==> src/ps2_pkg.sv <==
`default_nettype none

package ps2_pkg;

  localparam int NUM_KEYS = 12;

  typedef logic [3:0] key_idx_t;

  // key indices, same order as the held bitmap
  localparam key_idx_t KEY_Q = 4'd0;
  localparam key_idx_t KEY_W = 4'd1;
  localparam key_idx_t KEY_E = 4'd2;
  localparam key_idx_t KEY_A = 4'd3;
  localparam key_idx_t KEY_S = 4'd4;
  localparam key_idx_t KEY_D = 4'd5;
  localparam key_idx_t KEY_U = 4'd6;
  localparam key_idx_t KEY_J = 4'd7;
  localparam key_idx_t KEY_I = 4'd8;
  localparam key_idx_t KEY_K = 4'd9;
  localparam key_idx_t KEY_O = 4'd10;
  localparam key_idx_t KEY_L = 4'd11;

  // per key: bit 0 press pulse, bit 1 release pulse
  typedef struct packed {
    logic       pressed;   // any make parsed
    logic       released;  // any break parsed
    logic [1:0] q, w, e, a, s, d, u, j, i, k, o, l;
  } keys_t;

  typedef struct packed {
    logic     rel;
    key_idx_t idx;
  } key_evt_t;

  // wishbone word addresses
  localparam logic [1:0] REG_STATUS = 2'd0;
  localparam logic [1:0] REG_EVENT  = 2'd1;
  localparam logic [1:0] REG_HELD   = 2'd2;
  localparam logic [1:0] REG_CTRL   = 2'd3;

  localparam int STAT_EMPTY   = 4;   // count sits in bits 3:0
  localparam int STAT_FERR    = 5;
  localparam int STAT_OVF     = 6;
  localparam int EVT_EMPTY    = 31;
  localparam int CTRL_CLR_ERR = 0;
  localparam int CTRL_FLUSH   = 1;

  // gathers press (sel=0) or release (sel=1) pulses into an indexed vector
  function automatic logic [NUM_KEYS-1:0] key_vec(keys_t kv, logic sel);
    logic [NUM_KEYS-1:0] v;
    v        = '0;
    v[KEY_Q] = kv.q[sel];
    v[KEY_W] = kv.w[sel];
    v[KEY_E] = kv.e[sel];
    v[KEY_A] = kv.a[sel];
    v[KEY_S] = kv.s[sel];
    v[KEY_D] = kv.d[sel];
    v[KEY_U] = kv.u[sel];
    v[KEY_J] = kv.j[sel];
    v[KEY_I] = kv.i[sel];
    v[KEY_K] = kv.k[sel];
    v[KEY_O] = kv.o[sel];
    v[KEY_L] = kv.l[sel];
    return v;
  endfunction

endpackage

`default_nettype wire

==> src/ps2_rx.sv <==
`timescale 1ns/1ps
`default_nettype none

module ps2_rx (
  input  logic       clk,
  input  logic       rst_b,
  input  logic       ps2_clk_i,   // async, idles high
  input  logic       ps2_data_i,  // async
  output logic [7:0] byte_o,
  output logic       byte_vld_o,
  output logic       frame_err_o
);

  logic [1:0]  ck_s;       // keyboard clock synchroniser
  logic [1:0]  dat_s;      // keyboard data synchroniser
  logic        ck_d;       // delayed copy for edge detect
  logic        fall;
  logic [3:0]  bit_cnt;
  logic [10:0] shreg;      // {stop, parity, data[7:0], start}
  logic        frame_rdy;
  logic        frame_ok;

  // two flop synchronisers, reset to the idle level so no false edge
  always_ff @(posedge clk, negedge rst_b) begin
    if (!rst_b) begin
      ck_s  <= 2'b11;
      dat_s <= 2'b11;
      ck_d  <= 1'b1;
    end else begin
      ck_s  <= {ck_s[0], ps2_clk_i};
      dat_s <= {dat_s[0], ps2_data_i};
      ck_d  <= ck_s[1];
    end
  end

  assign fall = ck_d & ~ck_s[1];

  // lsb first, so shift in from the top
  always_ff @(posedge clk) begin
    if (fall) begin
      shreg <= {dat_s[1], shreg[10:1]};
    end
  end

  always_ff @(posedge clk, negedge rst_b) begin
    if (!rst_b) begin
      bit_cnt   <= 4'd0;
      frame_rdy <= 1'b0;
    end else begin
      frame_rdy <= fall && (bit_cnt == 4'd10);  // stop bit just sampled
      if (fall) begin
        if (bit_cnt == 4'd10) begin
          bit_cnt <= 4'd0;
        end else begin
          bit_cnt <= bit_cnt + 4'd1;
        end
      end
    end
  end

  // start low, stop high, odd parity over data plus parity bit
  assign frame_ok = ~shreg[0] & shreg[10] & (^shreg[9:1]);

  always_ff @(posedge clk, negedge rst_b) begin
    if (!rst_b) begin
      byte_vld_o  <= 1'b0;
      frame_err_o <= 1'b0;
    end else begin
      byte_vld_o  <= frame_rdy & frame_ok;
      frame_err_o <= frame_rdy & ~frame_ok;  // bad byte never reaches the parser
    end
  end

  always_ff @(posedge clk) begin
    if (frame_rdy) begin
      byte_o <= shreg[8:1];
    end
  end

endmodule

`default_nettype wire

==> src/ps2_parse.sv <==
`timescale 1ns/1ps
`default_nettype none

// make:  XX    or E0 XX
// break: F0 XX or E0 F0 XX
module ps2_parse import ps2_pkg::*; (
  input  logic       clk,
  input  logic       rst_b,
  input  logic [7:0] ps2_pkt_dh_i,
  input  logic       rec_ps2_pkt_i,
  output keys_t      keys_o
);

  typedef enum logic [1:0] {IDLE, E0, F0} state_t;

  state_t     cs, ns;
  logic       is_e0, is_f0;
  logic       e0_seen, f0_seen;
  logic       set_e0, set_f0;
  logic       parse_pkt;
  logic [1:0] key_code;   // {release, press}
  keys_t      keys_n;

  assign is_e0 = (ps2_pkt_dh_i == 8'hE0);
  assign is_f0 = (ps2_pkt_dh_i == 8'hF0);

  // prefixes are only taken where the sequence allows them
  assign set_e0    = rec_ps2_pkt_i & is_e0 & (cs == IDLE);
  assign set_f0    = rec_ps2_pkt_i & is_f0 & ((cs == IDLE) | (cs == E0));
  assign parse_pkt = rec_ps2_pkt_i & ~set_e0 & ~set_f0;

  always_comb begin
    ns = cs;
    case (cs)
      IDLE: begin
        if (set_e0) begin
          ns = E0;
        end else if (set_f0) begin
          ns = F0;
        end
      end
      E0: begin
        if (set_f0) begin
          ns = F0;
        end else if (parse_pkt) begin
          ns = IDLE;
        end
      end
      F0: begin
        if (parse_pkt) begin
          ns = IDLE;
        end
      end
      default: ns = IDLE;
    endcase
  end

  always_ff @(posedge clk, negedge rst_b) begin
    if (!rst_b) begin
      cs <= IDLE;
    end else begin
      cs <= ns;
    end
  end

  // flags hold the prefix context until the final byte
  always_ff @(posedge clk, negedge rst_b) begin
    if (!rst_b) begin
      e0_seen <= 1'b0;
      f0_seen <= 1'b0;
    end else if (parse_pkt) begin
      e0_seen <= 1'b0;
      f0_seen <= 1'b0;
    end else begin
      if (set_e0) e0_seen <= 1'b1;
      if (set_f0) f0_seen <= 1'b1;
    end
  end

  assign key_code = {f0_seen, ~f0_seen};

  always_comb begin
    keys_n = '0;
    if (parse_pkt) begin
      keys_n.pressed  = ~f0_seen;
      keys_n.released = f0_seen;
      // e0 in the top bit keeps extended codes off the game keys
      case ({e0_seen, ps2_pkt_dh_i})
        9'h015:  keys_n.q = key_code;
        9'h01D:  keys_n.w = key_code;
        9'h024:  keys_n.e = key_code;
        9'h01C:  keys_n.a = key_code;
        9'h01B:  keys_n.s = key_code;
        9'h023:  keys_n.d = key_code;
        9'h03C:  keys_n.u = key_code;
        9'h03B:  keys_n.j = key_code;
        9'h043:  keys_n.i = key_code;
        9'h042:  keys_n.k = key_code;
        9'h044:  keys_n.o = key_code;
        9'h04B:  keys_n.l = key_code;
        default: ;
      endcase
    end
  end

  always_ff @(posedge clk, negedge rst_b) begin
    if (!rst_b) begin
      keys_o <= '0;
    end else begin
      keys_o <= keys_n;   // one cycle pulse
    end
  end

endmodule

`default_nettype wire

==> src/key_event_queue.sv <==
`timescale 1ns/1ps
`default_nettype none

module key_event_queue import ps2_pkg::*; #(
  parameter int FIFO_DEPTH = 8   // power of two
) (
  input  logic       clk,
  input  logic       rst_b,
  input  keys_t      keys_i,
  input  logic       pop_i,
  input  logic       flush_i,
  output key_evt_t   head_o,
  output logic [3:0] count_o,
  output logic       empty_o,
  output logic       overflow_o
);

  localparam int AW = $clog2(FIFO_DEPTH);

  key_evt_t            mem [FIFO_DEPTH];
  logic [AW:0]         wr_ptr, rd_ptr;   // extra bit tells full from empty
  logic [NUM_KEYS-1:0] press, rel, act;
  key_evt_t            evt;
  logic                push, full;

  assign press = key_vec(keys_i, 1'b0);
  assign rel   = key_vec(keys_i, 1'b1);
  assign act   = press | rel;
  assign push  = |act;

  // lowest index wins, though only one key fires per cycle
  always_comb begin
    evt.rel = |rel;
    evt.idx = '0;
    for (int n = NUM_KEYS - 1; n >= 0; n--) begin
      if (act[n]) evt.idx = key_idx_t'(n);
    end
  end

  assign empty_o = (wr_ptr == rd_ptr);
  assign full    = (wr_ptr[AW] != rd_ptr[AW]) && (wr_ptr[AW-1:0] == rd_ptr[AW-1:0]);
  assign count_o = 4'(wr_ptr - rd_ptr);
  assign head_o  = mem[rd_ptr[AW-1:0]];

  always_ff @(posedge clk) begin
    if (push && !full && !flush_i) begin
      mem[wr_ptr[AW-1:0]] <= evt;
    end
  end

  always_ff @(posedge clk, negedge rst_b) begin
    if (!rst_b) begin
      wr_ptr     <= '0;
      rd_ptr     <= '0;
      overflow_o <= 1'b0;
    end else begin
      overflow_o <= push & full;   // event dropped
      if (flush_i) begin
        wr_ptr <= '0;
        rd_ptr <= '0;
      end else begin
        if (push && !full) wr_ptr <= wr_ptr + 1'b1;
        if (pop_i && !empty_o) rd_ptr <= rd_ptr + 1'b1;
      end
    end
  end

endmodule

`default_nettype wire

==> src/kbd_wb_regs.sv <==
`timescale 1ns/1ps
`default_nettype none

module kbd_wb_regs import ps2_pkg::*; (
  input  logic        clk,
  input  logic        rst_b,
  input  logic        wb_cyc_i,
  input  logic        wb_stb_i,
  input  logic        wb_we_i,
  input  logic [1:0]  wb_adr_i,
  input  logic [31:0] wb_dat_i,
  output logic [31:0] wb_dat_o,
  output logic        wb_ack_o,
  input  keys_t       keys_i,
  input  logic        frame_err_i,
  input  key_evt_t    head_i,
  input  logic [3:0]  count_i,
  input  logic        empty_i,
  input  logic        overflow_i,
  output logic        pop_o,
  output logic        flush_o
);

  logic                req;        // new request, not yet acked
  logic                wr_ctrl;
  logic [NUM_KEYS-1:0] held;
  logic                ferr_q, ovf_q;
  logic [31:0]         rd_mux;

  assign req     = wb_cyc_i & wb_stb_i & ~wb_ack_o;
  assign wr_ctrl = req & wb_we_i & (wb_adr_i == REG_CTRL);

  always_comb begin
    rd_mux = '0;
    case (wb_adr_i)
      REG_STATUS: begin
        rd_mux[3:0]        = count_i;
        rd_mux[STAT_EMPTY] = empty_i;
        rd_mux[STAT_FERR]  = ferr_q;
        rd_mux[STAT_OVF]   = ovf_q;
      end
      REG_EVENT: begin
        rd_mux            = 32'(head_i);
        rd_mux[EVT_EMPTY] = empty_i;
      end
      REG_HELD: rd_mux = 32'(held);
      default:  rd_mux = '0;   // ctrl bits are write-one pulses
    endcase
  end

  // ack, pop and flush all land in the same cycle
  always_ff @(posedge clk, negedge rst_b) begin
    if (!rst_b) begin
      wb_ack_o <= 1'b0;
      pop_o    <= 1'b0;
      flush_o  <= 1'b0;
    end else begin
      wb_ack_o <= req;
      pop_o    <= req & ~wb_we_i & (wb_adr_i == REG_EVENT) & ~empty_i;
      flush_o  <= wr_ctrl & wb_dat_i[CTRL_FLUSH];
    end
  end

  always_ff @(posedge clk) begin
    if (req && !wb_we_i) begin
      wb_dat_o <= rd_mux;
    end
  end

  // new errors win over a clear in the same cycle
  always_ff @(posedge clk, negedge rst_b) begin
    if (!rst_b) begin
      ferr_q <= 1'b0;
      ovf_q  <= 1'b0;
    end else begin
      ferr_q <= frame_err_i | (ferr_q & ~(wr_ctrl & wb_dat_i[CTRL_CLR_ERR]));
      ovf_q  <= overflow_i | (ovf_q & ~(wr_ctrl & wb_dat_i[CTRL_CLR_ERR]));
    end
  end

  always_ff @(posedge clk, negedge rst_b) begin
    if (!rst_b) begin
      held <= '0;
    end else begin
      held <= (held | key_vec(keys_i, 1'b0)) & ~key_vec(keys_i, 1'b1);
    end
  end

endmodule

`default_nettype wire

==> src/kbd_top.sv <==
`timescale 1ns/1ps
`default_nettype none

module kbd_top import ps2_pkg::*; #(
  parameter int FIFO_DEPTH = 8
) (
  input  logic        clk,
  input  logic        rst_b,
  input  logic        ps2_clk_i,
  input  logic        ps2_data_i,
  input  logic        wb_cyc_i,
  input  logic        wb_stb_i,
  input  logic        wb_we_i,
  input  logic [1:0]  wb_adr_i,
  input  logic [31:0] wb_dat_i,
  output logic [31:0] wb_dat_o,
  output logic        wb_ack_o
);

  logic [7:0] rx_byte;
  logic       rx_vld;
  logic       frame_err;
  keys_t      keys;
  key_evt_t   head;
  logic [3:0] count;
  logic       empty, overflow;
  logic       pop, flush;

  ps2_rx u_rx (
    .clk         (clk),
    .rst_b       (rst_b),
    .ps2_clk_i   (ps2_clk_i),
    .ps2_data_i  (ps2_data_i),
    .byte_o      (rx_byte),
    .byte_vld_o  (rx_vld),
    .frame_err_o (frame_err)
  );

  ps2_parse u_parse (
    .clk           (clk),
    .rst_b         (rst_b),
    .ps2_pkt_dh_i  (rx_byte),
    .rec_ps2_pkt_i (rx_vld),
    .keys_o        (keys)
  );

  key_event_queue #(.FIFO_DEPTH(FIFO_DEPTH)) u_queue (
    .clk        (clk),
    .rst_b      (rst_b),
    .keys_i     (keys),
    .pop_i      (pop),
    .flush_i    (flush),
    .head_o     (head),
    .count_o    (count),
    .empty_o    (empty),
    .overflow_o (overflow)
  );

  kbd_wb_regs u_regs (
    .clk         (clk),
    .rst_b       (rst_b),
    .wb_cyc_i    (wb_cyc_i),
    .wb_stb_i    (wb_stb_i),
    .wb_we_i     (wb_we_i),
    .wb_adr_i    (wb_adr_i),
    .wb_dat_i    (wb_dat_i),
    .wb_dat_o    (wb_dat_o),
    .wb_ack_o    (wb_ack_o),
    .keys_i      (keys),
    .frame_err_i (frame_err),
    .head_i      (head),
    .count_i     (count),
    .empty_i     (empty),
    .overflow_i  (overflow),
    .pop_o       (pop),
    .flush_o     (flush)
  );

endmodule

`default_nettype wire

==> config.mk <==
export PLATFORM = sky130hd
export DESIGN_NAME = kbd_top
export DESIGN_NICKNAME = d
export VERILOG_FILES = /design/src/ps2_pkg.sv /design/src/ps2_rx.sv /design/src/ps2_parse.sv /design/src/key_event_queue.sv /design/src/kbd_wb_regs.sv /design/src/kbd_top.sv
export SDC_FILE = /design/constraint.sdc
export NUM_CORES = 1
export LEC_CHECK = 0
export ABC_AREA = 1
export BUFFER_PORTS_ARGS = -buffer_cell sky130_fd_sc_hd__buf_2
export CELL_PAD_IN_SITES_DETAIL_PLACEMENT = 1
export CELL_PAD_IN_SITES_GLOBAL_PLACEMENT = 1
export CORE_AREA = 5 5 120 145
export DETAILED_ROUTE_END_ITERATION = 10
export DIE_AREA = 0 0 125 150
export GPL_TIMING_DRIVEN = 0
export HOLD_SLACK_MARGIN = 0.02
export PLACE_DENSITY_LB_ADDON = 0.08
export SYNTH_ARGS = -nofsm -noshare
export SYNTH_HDL_FRONTEND = slang
export SYNTH_HIERARCHICAL = 1
export SYNTH_SLANG_ARGS = --single-unit
==> constraint.sdc <==
create_clock -name clk -period 2.35 [get_ports clk]
set_input_delay 0 -clock clk [delete_from_list [all_inputs] [get_ports clk]]
set_output_delay 0 -clock clk [all_outputs]
set_load 0.01 [all_outputs]
==> impl_metrics.py, run 1 <==
metrics = {
    "clock_tree": {
        "clk_path_buf_depth": 2,
        "cts_made_buffers": 17,
        "clk_latency_ns": 0.42,
        "clk_pin_slew_ns": 0.06,
        "numClockSinks": 138,
        "cts-root-buf": "clkbuf_16",
        "cts_tree": "yes",
        "cts_max_level": 4,
    },
    "placed_design": {
        "io_buffers": 24,
        "place.detailed.hpwl_mm": 9.92,
        "gp_congestion": 0.804,
        "dp_slack_ns": -0.692,
    },
    "timing": {
        "max-slew-margin-rel_pct": 43.7,
        "finClkSkew_ns": 0.00466,
        "layout_min_cycle_time_ns": 2.19,
        "fin_crit_sh_pct": 93.0,
        "fmax_mhz": 458,
        "finalMaxSlewViolations": 0,
        "finalWorstSetupSlack_ns": 0.165,
        "rsz0062_at_grt": "no",
        "hold_viol": 0,
        "setup_viol": 0,
        "worstMarginPinSlew_ns": 0.845,
    },
    "power": {
        "power_mw": 5.50,
        "p_int_mw": 4.28,
        "seqPwrFrac_pct": 48.5,
        "p_switching_mw": 1.22,
        "power_frac_comb_pct": 4.6,
        "pwr-share-clk_pct": 46.8,
        "peakVddDrop_mv": 0.403,
        "cellLeakagePower_nw": 3.32,
        "switching_share_pct": 22.3,
        "power_density_nw_per_um2": 745,
    },
    "setup_path": {
        "cp_slowest_cell": "dfrtp_1",
        "cp_data_required_time_ns": 2.53,
        "arrival_ns": 2.37,
        "crit_family": "simple AND/OR/NAND/NOR gates",
        "max_stage_delay_ns": 0.36,
        "start_kind": "flip-flop",
        "crit_type": "flip-flop to flip-flop",
        "endpoint_kind": "flip-flop",
        "worst-path-buf-inv": 5,
        "crit_chain": "inv_1, clkbuf_2, ha_4, inv_2, nor3_2, nand2_1, nand2_4, inv_4, nand2_2, nor3_4, buf_4",
        "cp_max_fo": 10,
    },
    "job": {
        "maxCapViolations": 0,
    },
    "cells_and_area": {
        "nets": 733,
        "synthToLayoutAreaGrowth_pct": 19.6,
        "drive_gt1_share_pct": 21.9,
        "postLayoutCoreUtil_pct": 46.5,
        "n_antenna_cell": 0,
        "final_common_cell": "nor2_1",
        "layout_common_cells": "nor2_1 (105), nand2_1 (98), edfxtp_1 (72), inv_1 (62), dfrtp_1 (60)",
    },
    "floorplan": {
        "die-area_um2": 18800,
        "coreArea_um2": 15900,
        "die_w_um": 125,
        "rows": 51,
        "initial_core_util_pct": 38.9,
        "die_y_um": 150,
        "ioPinCount": 74,
    },
    "grt": {
        "grt.overflow.total": 0,
        "grt_max_degree": 67,
        "grt_pass1_wl_mm": 22.4,
        "grt_use_total_pct": 15.3,
        "grt_pass1_vias": 4485,
        "antenna_found_initial": 0,
    },
    "drt": {
        "drc_errors": 0,
        "drtIter0Drc": 206,
        "ant_nets": 0,
        "wl_per_cell_um": 14.7,
        "drtPass1Iterations": 4,
        "vias": 4207,
        "avgViaCountPerCell": 4.64,
        "routed_wl_mm": 13.4,
    },
    "logic_synthesis": {
        "synthCells": 609,
        "syn_avg_cell_area_um2": 10.1,
        "synth_warnings": 6,
        "syn_area_um2": 6170,
    },
    "outcome": {
        "status": "finished, final reports clean",
    },
    "worst_hold_path": {
        "hold_class": "input pin to flip-flop",
    },
}
-- metrics by stage --
stage	instances	TNS [ns]	cell area [um^2]	hold WS, ns
4_1_cts	905	0	7360	0.136
2_1_floorplan	627	0	6240	-0.296
3_5_place_dp	863	-19.27	6630	0.107
3_3_place_gp	863	-17.13	6630	0.107
6_report	906	0	7380	0.155
5_1_grt	906	0	7380	0.161
-- flip-flops by register name, summed over array words and instances, names as in the netlist, 4 cells and up --
name and flops:
u_queue/mem 40, u_parse/keys_o 24, u_regs/wb_dat_o 13, u_regs/held 12
u_rx/shreg 11, u_rx/byte_o 8, u_queue/rd_ptr 4, u_queue/wr_ptr 4
u_rx/bit_cnt 4
-- routing by layer --
| metal | GRT usage, % | vias to the layer above | part of all wire [%] |
|---|---|---|---|
| li1 | - | 2074 | - |
| met1 | 18.6 | 2048 | 43 |
| met2 | 26.1 | 61 | 51 |
| met3 | 3.03 | 24 | 2.9 |
| met4 | 7.27 | 0 | 2.4 |
| met5 | 0 | - | 0 |
-- layout make-up --
type                            instances  area, um^2
Fill cell                            1794        8500
Sequential cell                       138        3820
Multi-Input combinational cell        381        1980
Clock buffer                           18         429
Inverter                               79         304
Tap cell                              212         265
Timing Repair Buffer                   36         238
Buffer                                 28         204
Clock inverter                         14         146
-- final timing paths --
path | slack, ns | from | cells past startpoint | to
worst max register to register | 0.16 | u_queue/rd_ptr[2]$_DFFE_PN0P_ | 11 | u_queue/mem[5][4]$_DFFE_PP_
max in group asynchronous | 1.56 | rst_b | 2 | u_queue/rd_ptr[1]$_DFFE_PN0P_
worst min-delay path | 0.16 | wb_adr_i[0] | 3 | u_regs/wb_dat_o[5]$_DFFE_PP_
worst min register to register | 0.36 | u_rx/dat_s[0]$_DFF_PN1_ | 0 | u_rx/dat_s[1]$_DFF_PN1_
min in group asynchronous | 0.22 | rst_b | 2 | u_queue/rd_ptr[2]$_DFFE_PN0P_
worst max-delay path | 0.16 | u_queue/rd_ptr[2]$_DFFE_PN0P_ | 11 | u_queue/mem[5][4]$_DFFE_PP_
-- worst reg2reg max path: stages, from the launching register on --
cell,delay [ns]
dfrtp_1,0.36
inv_1,0.08
clkbuf_2,0.20
ha_4,0.33
inv_2,0.04
nor3_2,0.24
nand2_1,0.13
nand2_4,0.12
inv_4,0.05
nand2_2,0.17
nor3_4,0.06
buf_4,0.17
-- power groups by stage --
stage | Combinational, mW | Clock, mW | Sequential [mW]
detailed placement | 0.247 | 0 | 2.72
global placement | 0.236 | 0 | 2.71
finish | 0.256 | 2.58 | 2.67
CTS | 0.260 | 2.65 | 2.67
floorplan | 0.169 | 0 | 2.71
global route | 0.299 | 2.77 | 2.68
-- what timing repair did --
| action | in CTS | in global routing |
|---|---|---|
| endpoints found under the setup margin | 41 | 35 |
| hold endpoints to repair | 68 | 0 |
| buffers inserted | 1 | 1 |
| hold buffers | 10 | 0 |
| gates resized for setup | 12 | 4 |
| pin swaps | 0 | 1 |
(Power assumes the default switching activity.)
==> run 2, diff against run 1 <==
--- a/config.mk
+++ b/config.mk
@@ -15,7 +15,9 @@
 export GPL_TIMING_DRIVEN = 0
 export HOLD_SLACK_MARGIN = 0.02
 export PLACE_DENSITY_LB_ADDON = 0.08
+export REMOVE_ABC_BUFFERS = 1
 export SYNTH_ARGS = -nofsm -noshare
 export SYNTH_HDL_FRONTEND = slang
 export SYNTH_HIERARCHICAL = 1
 export SYNTH_SLANG_ARGS = --single-unit
+export TNS_END_PERCENT = 30
==> run 2 against run 1 <==
Clock skew grew 0.0024 ns. Non-clock buffer count shrank 30. Wire length is 2.3% lower. Maximum frequency down 4.0%. Power shrank 0.58%. Via count fell by 2.9%. Cell count decreased by 3.3%. Worst setup slack lost 0.090 ns. Critical endpoint is now u_queue/mem[4][1]$_DFFE_PP_. Largest power group unchanged.
==> impl_metrics.py, run 2 (same netlist as run 1, synthesis figures left out) <==
metrics = {
    "cells_and_area": {
        "postLayoutCoreUtil_pct": 45.2,
        "largest_register_ffs": 40,
        "n_antenna_cell": 0,
        "synthToLayoutAreaGrowth_pct": 16.2,
        "final_common_cell": "nor2_1",
        "nets": 703,
        "fin_area_um2": 7170,
        "layout.cells.non_filler": 876,
        "layout_common_cells": "nor2_1 (105), nand2_1 (98), edfxtp_1 (72), inv_1 (62), dfrtp_1 (59)",
        "drive_gt1_share_pct": 18.8,
    },
    "timing": {
        "hold_viol": 0,
        "fin_crit_sh_pct": 96.8,
        "layout_min_cycle_time_ns": 2.28,
        "setup-tns-final_ns": 0,
        "finalWorstSetupSlack_ns": 0.0741,
        "hold_ws_ns": 0.141,
        "finalMaxSlewViolations": 0,
        "finClkSkew_ns": 0.00711,
        "max-slew-margin-rel_pct": 39.0,
        "worstMarginPinSlew_ns": 0.909,
        "setup_viol": 0,
        "fmax_mhz": 439,
        "rsz0062_at_grt": "yes",
    },
    "clock_tree": {
        "clk_path_buf_depth": 2,
        "cts_made_buffers": 17,
        "clk_latency_ns": 0.42,
        "cts_max_level": 4,
        "clk_pin_slew_ns": 0.06,
        "cts-root-buf": "clkbuf_16",
        "cts_tree": "yes",
        "numClockSinks": 138,
    },
    "drt": {
        "avgViaCountPerCell": 4.66,
        "vias": 4085,
        "routed_wl_mm": 13.1,
        "drtIter0Drc": 187,
        "drc_errors": 0,
        "wl_per_cell_um": 14.9,
        "drtPass1Iterations": 4,
        "ant_nets": 0,
    },
    "worst_hold_path": {
        "hold_depth": 3,
        "hold_class": "input pin to flip-flop",
    },
    "placed_design": {
        "gp_congestion": 0.748,
        "dp_cells": 834,
        "io_buffers": 24,
        "dp_slack_ns": -0.850,
        "placed_area_um2": 6420,
        "place.detailed.hpwl_mm": 9.45,
    },
    "floorplan": {
        "die_y_um": 150,
        "initial_core_util_pct": 38.9,
        "die-area_um2": 18800,
        "rows": 51,
        "coreArea_um2": 15900,
        "ioPinCount": 74,
        "die_w_um": 125,
    },
    "power": {
        "power_density_nw_per_um2": 762,
        "cellLeakagePower_nw": 3.17,
        "power_mw": 5.47,
        "peakVddDrop_mv": 0.444,
    },
    "grt": {
        "grt_pass1_vias": 4497,
        "grt_max_degree": 67,
        "antenna_found_initial": 0,
        "grt_pass1_wl_mm": 22.4,
        "grt.overflow.total": 0,
        "grt_use_total_pct": 15.1,
    },
    "setup_path": {
        "cp_data_required_time_ns": 2.43,
        "endpoint_kind": "flip-flop",
        "crit_type": "flip-flop to flip-flop",
        "cp_max_fo": 13,
        "start_kind": "flip-flop",
        "r2r_cells": 9,
        "arrival_ns": 2.36,
    },
    "outcome": {
        "status": "finished, final reports clean",
    },
    "job": {
        "maxCapViolations": 0,
    },
}
## run 2: per-layer routing
| metal | share of wire [%] | vias up | track usage, % |
|---|---|---|---|
| met5 | 0 | - | 0 |
| met4 | 1.4 | 0 | 4.88 |
| met3 | 3.0 | 15 | 4.03 |
| met2 | 53 | 49 | 27.6 |
| met1 | 43 | 2004 | 17.3 |
| li1 | - | 2017 | - |
## run 2: worst max-delay path, cell delays in order (launching register included)
cell,delay (ns)
dfrtp_1,0.38
inv_1,0.31
ha_1,0.36
inv_2,0.08
nor3_2,0.05
nand2_1,0.10
nand2_4,0.09
inv_4,0.08
nand3_2,0.16
nor2_2,0.33
## run 2: layout make-up
class                      count  area [um^2]
inverter                      79          304
clock buffer                  17          425
fill                        1768         8710
tap                          212          265
timing repair buffer          34          230
multi-input combinational    381         1970
sequential                   138         3820
clock inverter                15          150
## run 2: report_power, final
| group | switching, mW | internal, mW |
|---|---|---|
| Sequential | 0.0563 | 2.62 |
| Clock | 1.01 | 1.56 |
| Combinational | 0.150 | 0.0753 |
| Total | 1.22 | 4.25 |
## run 2: worst paths after layout
path / startpoint / to / slack (ns)
min: wb_adr_i[1] / u_regs/wb_dat_o[6]$_DFFE_PP_ / 0.14
min reg2reg: u_rx/ck_s[0]$_DFF_PN1_ / u_rx/ck_s[1]$_DFF_PN1_ / 0.35
max in group asynchronous: rst_b / u_queue/rd_ptr[1]$_DFFE_PN0P_ / 1.51
min in group asynchronous: rst_b / u_queue/rd_ptr[2]$_DFFE_PN0P_ / 0.22
max: u_queue/rd_ptr[2]$_DFFE_PN0P_ / u_queue/mem[4][1]$_DFFE_PP_ / 0.07
max reg2reg: u_queue/rd_ptr[2]$_DFFE_PN0P_ / u_queue/mem[4][1]$_DFFE_PP_ / 0.07
## run 2: timing repair
action / 4_1_cts / 5_1_grt
hold buffers: 8 / 0
gates cloned: 0 / 0
pin swaps: 1 / 0
hold endpoints to repair: 68 / 0
gates resized for setup: 14 / 4
endpoints found under the setup margin: 52 / 35
setup buffers: 2 / 0
